===== src/design/pifo_macros.svh =====
`ifndef PIFO_MACROS_SVH
`define PIFO_MACROS_SVH

// ---------------------------------------------------------------------------
// Tree sizing
// ---------------------------------------------------------------------------

// Rank datapath width
`define PIFO_RANK_W 16

// Per-slot sub-tree entry counter
`define PIFO_CNT_W 10

// Number of tree levels, capacity is 2 + 4 + 8 + 16 entries
`define PIFO_LEVELS 4

// All-ones rank marks an unused slot
`define PIFO_EMPTY_RANK {`PIFO_RANK_W{1'b1}}

`endif

===== src/design/pifo_pkg.sv =====
`default_nettype none

`include "pifo_macros.svh"

package pifo_pkg;

    // One scheduling rank
    typedef logic [`PIFO_RANK_W-1:0] rank_t;

    // Entries held in a slot plus everything below it
    typedef logic [`PIFO_CNT_W-1:0] count_t;

    // Node word layout {cnt1, rank1, cnt0, rank0}
    typedef logic [2*(`PIFO_CNT_W+`PIFO_RANK_W)-1:0] node_word_t;

    // Level engine states
    typedef enum logic [1:0] {
        ST_IDLE = 2'b00,
        ST_PUSH = 2'b01,
        ST_POP  = 2'b11,
        ST_WB   = 2'b10   // Commit rank returned by the child
    } level_state_e;

endpackage

`default_nettype wire


===== src/design/pifo_tree.sv =====
`default_nettype none
`timescale 1ns/1ps

`include "pifo_macros.svh"

module pifo_tree (
    input  logic            i_clk,
    input  logic            i_arst_n,
    input  logic            i_push,
    input  pifo_pkg::rank_t i_push_rank,
    input  logic            i_pop,
    output logic            o_ready,
    output logic            o_pop_valid,
    output pifo_pkg::rank_t o_pop_rank
);
    import pifo_pkg::*;

    // Entry k feeds level k, entry k+1 is driven by level k
    logic                    push_cmd  [`PIFO_LEVELS+1];
    rank_t                   push_rank [`PIFO_LEVELS+1];
    logic                    pop_cmd   [`PIFO_LEVELS+1];
    rank_t                   pop_rank  [`PIFO_LEVELS+1];
    logic [`PIFO_LEVELS-1:0] node_addr [`PIFO_LEVELS+1];
    logic                    level_ready [`PIFO_LEVELS];
    logic                    level_valid [`PIFO_LEVELS];

    assign push_cmd[0]            = i_push;
    assign push_rank[0]           = i_push_rank;
    assign pop_cmd[0]             = i_pop;
    assign node_addr[0]           = '0;               // Single root node
    assign pop_rank[`PIFO_LEVELS] = `PIFO_EMPTY_RANK; // Nothing below the last level

    assign o_ready     = level_ready[0];
    assign o_pop_valid = level_valid[0];
    assign o_pop_rank  = pop_rank[0];

    // ------------------------------------------------------------------------
    // One engine and one node memory per level
    // ------------------------------------------------------------------------
    for (genvar lvl = 0; lvl < `PIFO_LEVELS; lvl++) begin : g_level
        localparam int ADDR_W       = (lvl > 0) ? lvl : 1;
        localparam int CHILD_ADDR_W = lvl + 1;

        logic                    rd_en;
        logic [ADDR_W-1:0]       rd_addr;
        node_word_t              rd_word;
        logic                    wr_en;
        logic [ADDR_W-1:0]       wr_addr;
        node_word_t              wr_word;
        logic [CHILD_ADDR_W-1:0] child_addr;

        pifo_level #(
            .LEVEL_IDX (lvl)
        ) u_level (
            .i_clk            (i_clk),
            .i_arst_n         (i_arst_n),
            .i_push           (push_cmd[lvl]),
            .i_push_rank      (push_rank[lvl]),
            .i_pop            (pop_cmd[lvl]),
            .i_addr           (node_addr[lvl][ADDR_W-1:0]),
            .i_rd_word        (rd_word),
            .i_child_pop_rank (pop_rank[lvl+1]),
            .o_ready          (level_ready[lvl]),
            .o_pop_valid      (level_valid[lvl]),
            .o_pop_rank       (pop_rank[lvl]),
            .o_rd_en          (rd_en),
            .o_rd_addr        (rd_addr),
            .o_wr_en          (wr_en),
            .o_wr_addr        (wr_addr),
            .o_wr_word        (wr_word),
            .o_child_push     (push_cmd[lvl+1]),
            .o_child_rank     (push_rank[lvl+1]),
            .o_child_pop      (pop_cmd[lvl+1]),
            .o_child_addr     (child_addr)
        );

        assign node_addr[lvl+1] = `PIFO_LEVELS'(child_addr);   // Zero-extended

        pifo_node_sram #(
            .ADDR_W (ADDR_W)
        ) u_sram (
            .i_clk     (i_clk),
            .i_arst_n  (i_arst_n),
            .i_rd_en   (rd_en),
            .i_rd_addr (rd_addr),
            .o_rd_word (rd_word),
            .i_wr_en   (wr_en),
            .i_wr_addr (wr_addr),
            .i_wr_word (wr_word)
        );
    end

endmodule

`default_nettype wire


===== src/design/pifo_level.sv =====
`default_nettype none
`timescale 1ns/1ps

`include "pifo_macros.svh"

module pifo_level #(
    parameter  int LEVEL_IDX    = 0,
    localparam int ADDR_W       = (LEVEL_IDX > 0) ? LEVEL_IDX : 1,
    localparam int CHILD_ADDR_W = LEVEL_IDX + 1
) (
    input  logic                    i_clk,
    input  logic                    i_arst_n,
    input  logic                    i_push,
    input  pifo_pkg::rank_t         i_push_rank,
    input  logic                    i_pop,
    input  logic [ADDR_W-1:0]       i_addr,
    input  pifo_pkg::node_word_t    i_rd_word,
    input  pifo_pkg::rank_t         i_child_pop_rank,
    output logic                    o_ready,
    output logic                    o_pop_valid,
    output pifo_pkg::rank_t         o_pop_rank,
    output logic                    o_rd_en,
    output logic [ADDR_W-1:0]       o_rd_addr,
    output logic                    o_wr_en,
    output logic [ADDR_W-1:0]       o_wr_addr,
    output pifo_pkg::node_word_t    o_wr_word,
    output logic                    o_child_push,
    output pifo_pkg::rank_t         o_child_rank,
    output logic                    o_child_pop,
    output logic [CHILD_ADDR_W-1:0] o_child_addr
);
    import pifo_pkg::*;

    localparam logic HAS_CHILD = (LEVEL_IDX < `PIFO_LEVELS - 1);

    level_state_e      state;
    level_state_e      state_nxt;
    logic              accept;
    rank_t             push_rank_q;
    logic [ADDR_W-1:0] addr_q;
    rank_t             min_rank;
    logic              child_push;
    logic              child_pop;

    // ------------------------------------------------------------------------
    // Command acceptance and state machine
    // ------------------------------------------------------------------------
    assign accept = (state != ST_POP) && (i_push ^ i_pop);  // Both high is dropped

    always_comb begin
        if (accept) begin
            state_nxt = i_push ? ST_PUSH : ST_POP;
        end else if (state == ST_POP) begin
            state_nxt = ST_WB;
        end else begin
            state_nxt = ST_IDLE;
        end
    end

    always_ff @(posedge i_clk or negedge i_arst_n) begin
        if (!i_arst_n) begin
            state <= ST_IDLE;
        end else begin
            state <= state_nxt;
        end
    end

    always_ff @(posedge i_clk) begin
        if (accept) begin
            push_rank_q <= i_push_rank;
            addr_q      <= i_addr;
        end
    end

    pifo_node_merge #(
        .ADDR_W       (ADDR_W),
        .CHILD_ADDR_W (CHILD_ADDR_W)
    ) u_merge (
        .i_mode_push      (state == ST_PUSH),
        .i_mode_pop       ((state == ST_POP) || (state == ST_WB)),
        .i_word           (i_rd_word),
        .i_push_rank      (push_rank_q),
        .i_child_pop_rank (i_child_pop_rank),
        .i_addr           (addr_q),
        .o_wr_word        (o_wr_word),
        .o_min_rank       (min_rank),
        .o_child_push     (child_push),
        .o_child_rank     (o_child_rank),
        .o_child_pop      (child_pop),
        .o_child_addr     (o_child_addr)
    );

    assign o_ready     = (state != ST_POP);
    assign o_pop_valid = (state == ST_POP);
    assign o_pop_rank  = min_rank;

    assign o_rd_en   = accept;      // Word is back in the next state
    assign o_rd_addr = i_addr;
    assign o_wr_en   = (state == ST_PUSH) || (state == ST_WB);
    assign o_wr_addr = addr_q;

    // Child pop once per pop, nothing below the last level
    assign o_child_push = HAS_CHILD && child_push;
    assign o_child_pop  = HAS_CHILD && child_pop && (state == ST_POP);

endmodule

`default_nettype wire


===== src/design/pifo_node_merge.sv =====
`default_nettype none
`timescale 1ns/1ps

`include "pifo_macros.svh"

module pifo_node_merge #(
    parameter int ADDR_W       = 1,
    parameter int CHILD_ADDR_W = 2
) (
    input  logic                    i_mode_push,
    input  logic                    i_mode_pop,
    input  pifo_pkg::node_word_t    i_word,
    input  pifo_pkg::rank_t         i_push_rank,
    input  pifo_pkg::rank_t         i_child_pop_rank,
    input  logic [ADDR_W-1:0]       i_addr,
    output pifo_pkg::node_word_t    o_wr_word,
    output pifo_pkg::rank_t         o_min_rank,
    output logic                    o_child_push,
    output pifo_pkg::rank_t         o_child_rank,
    output logic                    o_child_pop,
    output logic [CHILD_ADDR_W-1:0] o_child_addr
);
    import pifo_pkg::*;

    localparam rank_t EMPTY_RANK = `PIFO_EMPTY_RANK;

    rank_t         rank0;
    rank_t         rank1;
    count_t        cnt0;
    count_t        cnt1;
    logic          push_slot;
    logic          pop_slot;
    logic          slot;
    rank_t         slot_rank;
    count_t        slot_cnt;
    rank_t         new_rank;
    count_t        new_cnt;
    logic [ADDR_W:0] child_full;

    assign {cnt1, rank1, cnt0, rank0} = i_word;

    // ------------------------------------------------------------------------
    // Slot selection
    // ------------------------------------------------------------------------
    assign push_slot = (cnt1 < cnt0);     // Lighter sub-tree, ties to slot 0
    assign pop_slot  = (rank1 < rank0);   // Smaller rank, ties to slot 0
    assign slot      = i_mode_pop ? pop_slot : push_slot;

    assign slot_rank = slot ? rank1 : rank0;
    assign slot_cnt  = slot ? cnt1 : cnt0;

    assign o_min_rank = pop_slot ? rank1 : rank0;

    // ------------------------------------------------------------------------
    // Slot update and child command
    // ------------------------------------------------------------------------
    always_comb begin
        new_rank     = slot_rank;
        new_cnt      = slot_cnt;
        o_child_push = 1'b0;
        o_child_rank = '0;
        o_child_pop  = 1'b0;

        if (i_mode_push) begin
            new_cnt = slot_cnt + count_t'(1);
            if (slot_rank == EMPTY_RANK) begin
                new_rank = i_push_rank;           // Free slot absorbs the rank
            end else begin
                o_child_push = 1'b1;
                if (i_push_rank < slot_rank) begin
                    new_rank     = i_push_rank;
                    o_child_rank = slot_rank;     // Displaced rank goes down
                end else begin
                    o_child_rank = i_push_rank;
                end
            end
        end else if (i_mode_pop) begin
            o_child_pop = 1'b1;
            new_rank    = i_child_pop_rank;       // Refill from the sub-tree
            if (slot_cnt != '0) begin
                new_cnt = slot_cnt - count_t'(1);
            end
        end
    end

    always_comb begin
        if (slot) begin
            o_wr_word = {new_cnt, new_rank, cnt0, rank0};
        end else begin
            o_wr_word = {cnt1, rank1, new_cnt, new_rank};
        end
    end

    // Child node sits at twice this address plus the slot
    assign child_full   = {i_addr, slot};
    assign o_child_addr = child_full[CHILD_ADDR_W-1:0];

endmodule

`default_nettype wire


===== src/design/pifo_node_sram.sv =====
`default_nettype none
`timescale 1ns/1ps

`include "pifo_macros.svh"

module pifo_node_sram #(
    parameter int ADDR_W = 1
) (
    input  logic                 i_clk,
    input  logic                 i_arst_n,
    input  logic                 i_rd_en,
    input  logic [ADDR_W-1:0]    i_rd_addr,
    output pifo_pkg::node_word_t o_rd_word,
    input  logic                 i_wr_en,
    input  logic [ADDR_W-1:0]    i_wr_addr,
    input  pifo_pkg::node_word_t i_wr_word
);
    import pifo_pkg::*;

    localparam int DEPTH = 1 << ADDR_W;
    localparam rank_t EMPTY_RANK = `PIFO_EMPTY_RANK;
    localparam node_word_t EMPTY_WORD = {count_t'(0), EMPTY_RANK, count_t'(0), EMPTY_RANK};

    node_word_t       mem [DEPTH];
    logic [DEPTH-1:0] word_valid;     // Word written since reset

    always_ff @(posedge i_clk or negedge i_arst_n) begin
        if (!i_arst_n) begin
            word_valid <= '0;
        end else if (i_wr_en) begin
            word_valid[i_wr_addr] <= 1'b1;
        end
    end

    always_ff @(posedge i_clk) begin
        if (i_wr_en) begin
            mem[i_wr_addr] <= i_wr_word;
        end
    end

    // Registered read, write-first on an address match
    always_ff @(posedge i_clk) begin
        if (i_rd_en) begin
            if (i_wr_en && (i_wr_addr == i_rd_addr)) begin
                o_rd_word <= i_wr_word;
            end else if (word_valid[i_rd_addr]) begin
                o_rd_word <= mem[i_rd_addr];
            end else begin
                o_rd_word <= EMPTY_WORD;  // Never written, two empty slots
            end
        end
    end

endmodule

`default_nettype wire


===== config.mk =====
export PLATFORM = sky130hd
export DESIGN_NAME = pifo_tree
export DESIGN_NICKNAME = d
export VERILOG_FILES = /design/src/design/pifo_pkg.sv /design/src/design/pifo_tree.sv /design/src/design/pifo_level.sv /design/src/design/pifo_node_merge.sv /design/src/design/pifo_node_sram.sv
export VERILOG_INCLUDE_DIRS = /design/src /design/src/design
export SDC_FILE = /design/constraint.sdc
export NUM_CORES = 2
export LEC_CHECK = 0
export BUFFER_PORTS_ARGS = -buffer_cell sky130_fd_sc_hd__buf_2
export CORE_MARGIN = 2
export CORE_UTILIZATION = 69
export CTS_CLUSTER_SIZE = 14
export DETAILED_ROUTE_END_ITERATION = 10
export PLACE_DENSITY = 0.86
export SETUP_SLACK_MARGIN = 0.2
export SYNTH_ARGS = -nofsm -noshare
export SYNTH_HDL_FRONTEND = slang
export SYNTH_SLANG_ARGS = --single-unit

===== constraint.sdc =====
create_clock -name i_clk -period 10.65 [get_ports i_clk]
set_input_delay 0 -clock i_clk [delete_from_list [all_inputs] [get_ports i_clk]]
set_output_delay 0 -clock i_clk [all_outputs]
set_load 0.02 [all_outputs]

# Yosys cells after proc, flatten, opt, wreduce, memory -nomap -nowiden

Memory sizes are Yosys's and may differ from the RTL's.
Index checks and enable logic that the tools add are counted.
W data, S select, Z words.

Bits of input ports: 20
Logic and storage cells: 216
Output and inout port bits: 18
Memories: 4
Bits in writable memories: 832
Flip-flop bits (word level): 301

Reduce and logical (&&, ||, !) cells: 28
Mux-type cells: 103
Bitwise logic cells: 10
Eq/ne operators: 23
Order comparisons: 21
Add/subtract/negate cells: 8

Memories:

| name                  | words | bits a word | read ports | clocked after memory_dff | write ports | RTL line             | RTL |
|---|---|---|---|---|---|---|---|
| g_level[3].u_sram.mem | 8     | 52          | 1          | 0                        | 1           | pifo_node_sram.sv:24 | `node_word_t mem [DEPTH];` |
| g_level[2].u_sram.mem | 4     | 52          | 1          | 0                        | 1           | pifo_node_sram.sv:24 |  |
| g_level[0].u_sram.mem | 2     | 52          | 1          | 0                        | 1           | pifo_node_sram.sv:24 |  |
| g_level[1].u_sram.mem | 2     | 52          | 1          | 0                        | 1           | pifo_node_sram.sv:24 |  |

Operators with widths:

| kind                    | number |
|---|---|
| $mux W52                | 12 |
| $mux W16                | 27 |
| $mux W10                | 16 |
| $lt A16 B16 Y1          | 8 |
| $eq A16 B16 Y1 const B  | 4 |
| $add A10 B1 Y10 const B | 4 |
| $lt A10 B10 Y1          | 4 |
| $reduce_bool A10 Y1     | 4 |
| $sub A10 B1 Y10 const B | 4 |
| $mux W1                 | 31 |
| $mux W2                 | 12 |
| $eq A2 B2 Y1 const B    | 8 |
| $logic_and A1 B1 Y1     | 13 |
| $eq A2 B1 Y1 const B    | 4 |
| $logic_or A1 B1 Y1      | 8 |
| $lt A3 B4 Y1 const B    | 2 |
| $ne A2 B2 Y1 const B    | 4 |
| $or A8 B8 Y8            | 1 |
| $lt A2 B3 Y1 const B    | 2 |
| $reduce_or A2 Y1        | 3 |
| $lt A1 B2 Y1 const B    | 2 |
| $or A4 B4 Y4            | 1 |
| $xor A1 B1 Y1           | 4 |
| $bmux W1 S3             | 1 |
| 12 further kinds        | 14 |

# Longest topological paths before layout

Word-level depth: 10
Gate-level depth with buffers: 25
Mapped depth without buffers: 20

# Cells and area by module

A second synthesis with hierarchy kept.

Cells, all modules: 4311
Area, all modules: 58646.2 sq um

Modules (own cells, without submodules):

| module                                        | area an instance (sq um) | cells an instance | instances | sequential area each (sq um) |
|---|---|---|---|---|
| pifo_node_sram at g_level[3].u_sram           | 18047.3                  | 812               | 1         | 14253.7 |
| pifo_node_sram at g_level[0].u_sram ...       | 6487.5                   | 338               | 2         | 4734.5 |
| pifo_node_sram at g_level[2].u_sram           | 9843.2                   | 409               | 1         | 7907.6 |
| pifo_node_merge at g_level[0].u_level.u_merge | 4016.4                   | 600               | 1         | 0.0 |
| pifo_node_merge at g_level[3].u_level.u_merge | 3973.8                   | 597               | 1         | 0.0 |
| pifo_node_merge at g_level[2].u_level.u_merge | 3547.2                   | 522               | 1         | 0.0 |
| pifo_node_merge at g_level[1].u_level.u_merge | 3384.5                   | 545               | 1         | 0.0 |
| pifo_level at g_level[0].u_level ...          | 681.9                    | 35                | 2         | 560.5 |
| pifo_level at g_level[3].u_level              | 768.2                    | 41                | 1         | 620.6 |
| pifo_level at g_level[2].u_level              | 719.4                    | 37                | 1         | 590.6 |
| pifo_tree                                     | 7.5                      | 2                 | 1         | 0.0 |

# Worst setup path before layout

OpenSTA, ideal clock, no wires.

Kind: register to register
From: reg g_level[3].u_level.state[0]
To: reg g_level[3].u_sram.word_valid[0]
Setup slack: 4156 ps
Data required time: 10555 ps
Arrival time: 6399 ps
Cell stages (with the launch flop): 5
Buffers on the path: 0
Period minus slack after synthesis: 6494 ps
Library setup time: 95 ps
Cells stage by stage: dfrtp_1 -> inv_1 -> ha_1 -> nor4_1 -> or2_2

Word-level cells in the longest chain between the ends: 2
Elaborated cells on any way between the ends: 3
Classes of those cells: eq/ne (2); reduce/logical (1)

RTL lines:

| item                                                | RTL line             | RTL |
|---|---|---|
| start: declaration                                  | pifo_level.sv:36     | `level_state_e state;` |
| start signal: assignment                            | pifo_level.sv:64     | `state <= state_nxt;` |
| $eq A2 B1 Y1 / $eq A2 B2 Y1 (equally long branches) | pifo_level.sv:99     | `assign o_wr_en = (state == ST_PUSH) \|\| (state == ST_WB);` |
| $logic_or A1 B1 Y1 (*)                              | pifo_level.sv:99     |  |
| end signal: assignment                              | pifo_node_sram.sv:29 | `word_valid <= '0;` |
| end signal: indexed assignment                      | pifo_node_sram.sv:31 | `word_valid[i_wr_addr] <= 1'b1;` |
| end: declaration                                    | pifo_node_sram.sv:25 | `logic [DEPTH-1:0] word_valid;` |

Mark *: on every way between the ends. The rest lies on a longest branch, timed or not.
A chain may end at the register's enable or synchronous reset.

# Worst setup path after layout

From: reg g_level[1].u_level.state[0]
To: mem g_level[1].u_sram.mem[0][6] (netlist bit), data pin

Word-level cells in the longest chain between the ends: 9
Elaborated cells on any way between the ends: 13
Classes of those cells: order compare (1); eq/ne (4); mux (7); reduce/logical (1)

RTL lines:

| item                                      | RTL line              | RTL |
|---|---|---|
| start: declaration                        | pifo_level.sv:36      |  |
| start signal: assignment                  | pifo_level.sv:64      |  |
| $eq A2 B2 Y1                              | pifo_level.sv:80      | `.i_mode_pop ((state == ST_POP) \|\| (state == ST_WB)),` |
| $logic_or A1 B1 Y1                        | pifo_level.sv:80      |  |
| $mux W1                                   | pifo_node_merge.sv:47 | `assign slot = i_mode_pop ? pop_slot : push_slot;` |
| $mux W16                                  | pifo_node_merge.sv:49 | `assign slot_rank = slot ? rank1 : rank0;` |
| $lt A16 B16 Y1                            | pifo_node_merge.sv:70 | `if (i_push_rank < slot_rank) begin` |
| $mux W16                                  | pifo_node_merge.sv:70 |  |
| $mux W16                                  | pifo_node_merge.sv:66 | `if (slot_rank == EMPTY_RANK) begin` |
| $mux W16                                  | pifo_node_merge.sv:64 | `if (i_mode_push) begin` |
| $mux W52 (*)                              | pifo_node_merge.sv:87 | `if (slot) begin` |
| named net g_level[1].u_level.o_wr_word[6] | pifo_level.sv:26      | `output pifo_pkg::node_word_t o_wr_word,` |
| end: declaration                          | pifo_node_sram.sv:24  |  |

Mark *: on every way through the listed nets, which the timed path passes. The rest lies on a longest branch.

==> metrics.md <==
| Metric | Value |
|---|---|
| Clk_lat worst skew | around 0.7 ns |
| Initial antenna violation count | 0 |
| Post-CTS setup buffers | 0 |
| Final Skew | between 0.07 and 0.08 ns |
| Worst relative slew slack | 0.05026 |
| Top area cells in the synthesized netlist | edfxtp_1 (58%), mux4_2 (6.5%), ha_1 (4.0%) |
| Vias in the first global route | 36950 |
| Yosys cell types | 104 |
| Antenna Cells | 0 |
| Worst-Margin Slew | 1.419 ns |
| Tcrit/Tclk final | 0.6876 |
| Routed vias/inst | between 7 and 8 |
| Worst min-delay path class | in2reg |
| Setup TNS | 0 ns |
| R2R cell count | 17 |
| Rows | 103 |
| Yosys top cell area share | 0.5807 |
| Port Buffers | 37 |
| Clock tree sinks | between 1000 and 1500 |
| Max Cap Violations | 0 |
| CTS H-tree depth | 3 |
| WL final | between 100 and 150 mm |
| Top cells by count, synth | edfxtp_1 (1058), nor2_1 (330), nand2_1 (263) |
| Overflow after GRT | 0 |
| R2R setup slack | between 3 and 4 ns |
| Mapped Area | 0.05471 mm2 |
| Syn_nets | 4316 |
| Post-synth top flop | edfxtp_1 |
| Final Slew Violations | 0 |
| Hpwl dp | around 86 mm |
| Pin count of the biggest net entering global routing | 103 |
| ANT nets after route | 0 |
| Hold buffer count at cts | 34 |
| Worst stage delay on the critical path | 0.64 ns |
| First-pass DRT Iterations | 8 |
| Root buf cell | clkbuf_16 |
| Worst path cell trace | ha_1 > or2_1 > a2111o_1 > a31oi_4 > nor2_8 > inv_4 > buf_4 > mux2i_1 > ha_1 > a21o_1 > a21o_1 > a2111oi_0 > o21ai_0 > or2_2 > nand3_2 > a31oi_1 > mux2_2 |
| Mapped Cells | 4120 |
| Hold violation total from the final report | 0 |
| Share of post-route cells with drive strength above 1 | 0.1505 |
| CP endpoint kind | flop |
| Synth async-reset ratio | 0.02128 |
| Unrepaired setup endpoints after global routing | no |
| Die X-Extent | 285.6 um |
| Post-layout nets | 4313 |
| Post-synth EDFFs | 1058 |
| Tot GR Track Use | 0.3467 |
| Maximum fanout along the worst path | 36 |
| Area grow syn2layout | 9.029% |
| Core box area | roughly 0.079 mm2 |
| Top-Level Pins | 38 |
| Pre-CTS WS | 3.503 ns |
| First-pass GRT wire length | 218.0 mm |
| Global placement routability congestion | 0.9442 |
| Util after Layout | 0.7576 |
| Post-route DRC | 0 |
| Setup ws final | about 3.3 ns |
| Yosys reg bits | 1081 |
| Status | complete, no violations |
| Dominant cell type by area after synthesis | edfxtp_1 |
| Iter 0 DRT Violations | between 5000 and 6000 |
| CP arrival | about 8 ns |
| Die Y | approximately 290 um |
| Die area | around 0.082 mm2 |
| Cts bufs inserted | 105 |
| # resized after CTS | 0 |
| Routed via count | 37930 |
| Routed wire length per instance | roughly 27 um |
| Seq/Total Area, Yosys | 0.5912 |
| Syn_area_per_cell | 13.28 um2 |
| Max Fclk | 136.6 MHz |
| Reg clk slew, reported paths | 0.06 ns |
| Final Setup Violations | 0 |
| CP max-delay cell | or2_1 |
| Critical path class | reg2reg |
| Crit path time final | 7.323 ns |
| CTS tree | yes |
| Count leader, synth | edfxtp_1 |
| Startpoint class of the critical path | flop |
| CP required | 11.09 ns |
| Synth warnings | 0 |
| Max clock buf depth | 3 |
| Initial Utilization | 0.6948 |
| Depth of the worst hold-timing path | 2 |
per-stage QoR:
step,instance area (um2),cells,hold slack [ns]
floorplan,54710,4120,-0.2956
global placement,55790,5025,0.1436
detailed placement,55790,5025,0.1471
CTS,59640,5254,0.002141
global route,59650,5255,0.02894
finish,59650,5255,0.02908
registers in the layout, summed over array words and instances, names as in the netlist:
| signal | count |
|---|---|
| g_level.u_sram.mem | 780 |
| g_level.u_sram.o_rd_word | 208 |
| g_level.u_level.push_rank_q | 64 |
| g_level.u_sram.word_valid | 15 |
| g_level.u_level.state | 8 |
| g_level.u_level.o_wr_addr | 6 |
placed cells by master (no fill, tap or decap), types with 80 or more instances in the layout:
cell type	instances
a211oi_1	80
a21oi_1	170
clkbuf_16	105
edfxtp_1	1058
ha_1	173
inv_1	153
mux2i_1	181
mux4_2	158
nand2_1	263
nand3_1	112
nor2_1	321
nor3_1	93
o21ai_0	116
kinds of logic (layout without fill, tap and decap cells):
| kind of cell | Yosys count | in the layout | share of synthesized area |
|---|---|---|---|
| DFF | 1081 | 1081 | 0.5912 |
| and+or+nand+nor | 1057 | 1057 | 0.09102 |
| AOI/OAI and AO/OA | 916 | 916 | 0.1213 |
| muxes | 417 | 417 | 0.1143 |
| buffers and inverters | 404 | 489 | 0.03085 |
| adders and majority gates | 176 | 176 | 0.04025 |
| xor gates and xnor gates | 69 | 69 | 0.01105 |
critical path, delay by kind of cell, from the launching register on:
family	cells	cell delay (ns)
AO/OA/AOI/OAI	7	2.33
adder cells (fa/ha/maj)	2	0.67
buffers and inverters	2	0.97
flip-flops	1	0.41
multiplexers	2	0.83
AND/OR/NAND/NOR	4	1.84
path summary, 6_finish.rpt:
kind	to	from
max	g_level[1].u_sram.mem[0][6]$_DFFE_PP_	g_level[1].u_level.state[0]$_DFF_PN0_
min	g_level[0].u_level.push_rank_q[6]$_DFFE_PP_	i_push_rank[6]
max reg2reg	g_level[1].u_sram.mem[0][6]$_DFFE_PP_	g_level[1].u_level.state[0]$_DFF_PN0_
min reg2reg	g_level[2].u_sram.word_valid[0]$_DFFE_PN0N_	g_level[2].u_sram.word_valid[0]$_DFFE_PN0N_
min in group asynchronous	g_level[3].u_level.state[0]$_DFF_PN0_	i_arst_n
max in group asynchronous	g_level[2].u_sram.word_valid[2]$_DFFE_PN0N_	i_arst_n
metal layers:
metal / up-vias / share of wire / global-route usage
li1: 16180 / - / -
met1: 18390 / 0.37 / 0.4886
met2: 2870 / 0.47 / 0.5434
met3: 497 / 0.12 / 0.06730
met4: 0 / 0.042 / 0.1325
met5: - / 0 / 0
cell type report:
cell class / instances / area (um2)
Sequential cell: 1081 / 32350
Multi-Input combinational cell: 2635 / 20850
Fill cell: 4497 / 19090
Clock buffer: 130 / 2771
Tap cell: 1050 / 1314
Timing Repair Buffer: 136 / 1039
Clock inverter: 65 / 726.9
Inverter: 158 / 600.6
Power is left out: the tool's default activity adds up to more than one toggle a clock period on the data nets, which glitch-free logic cannot reach.
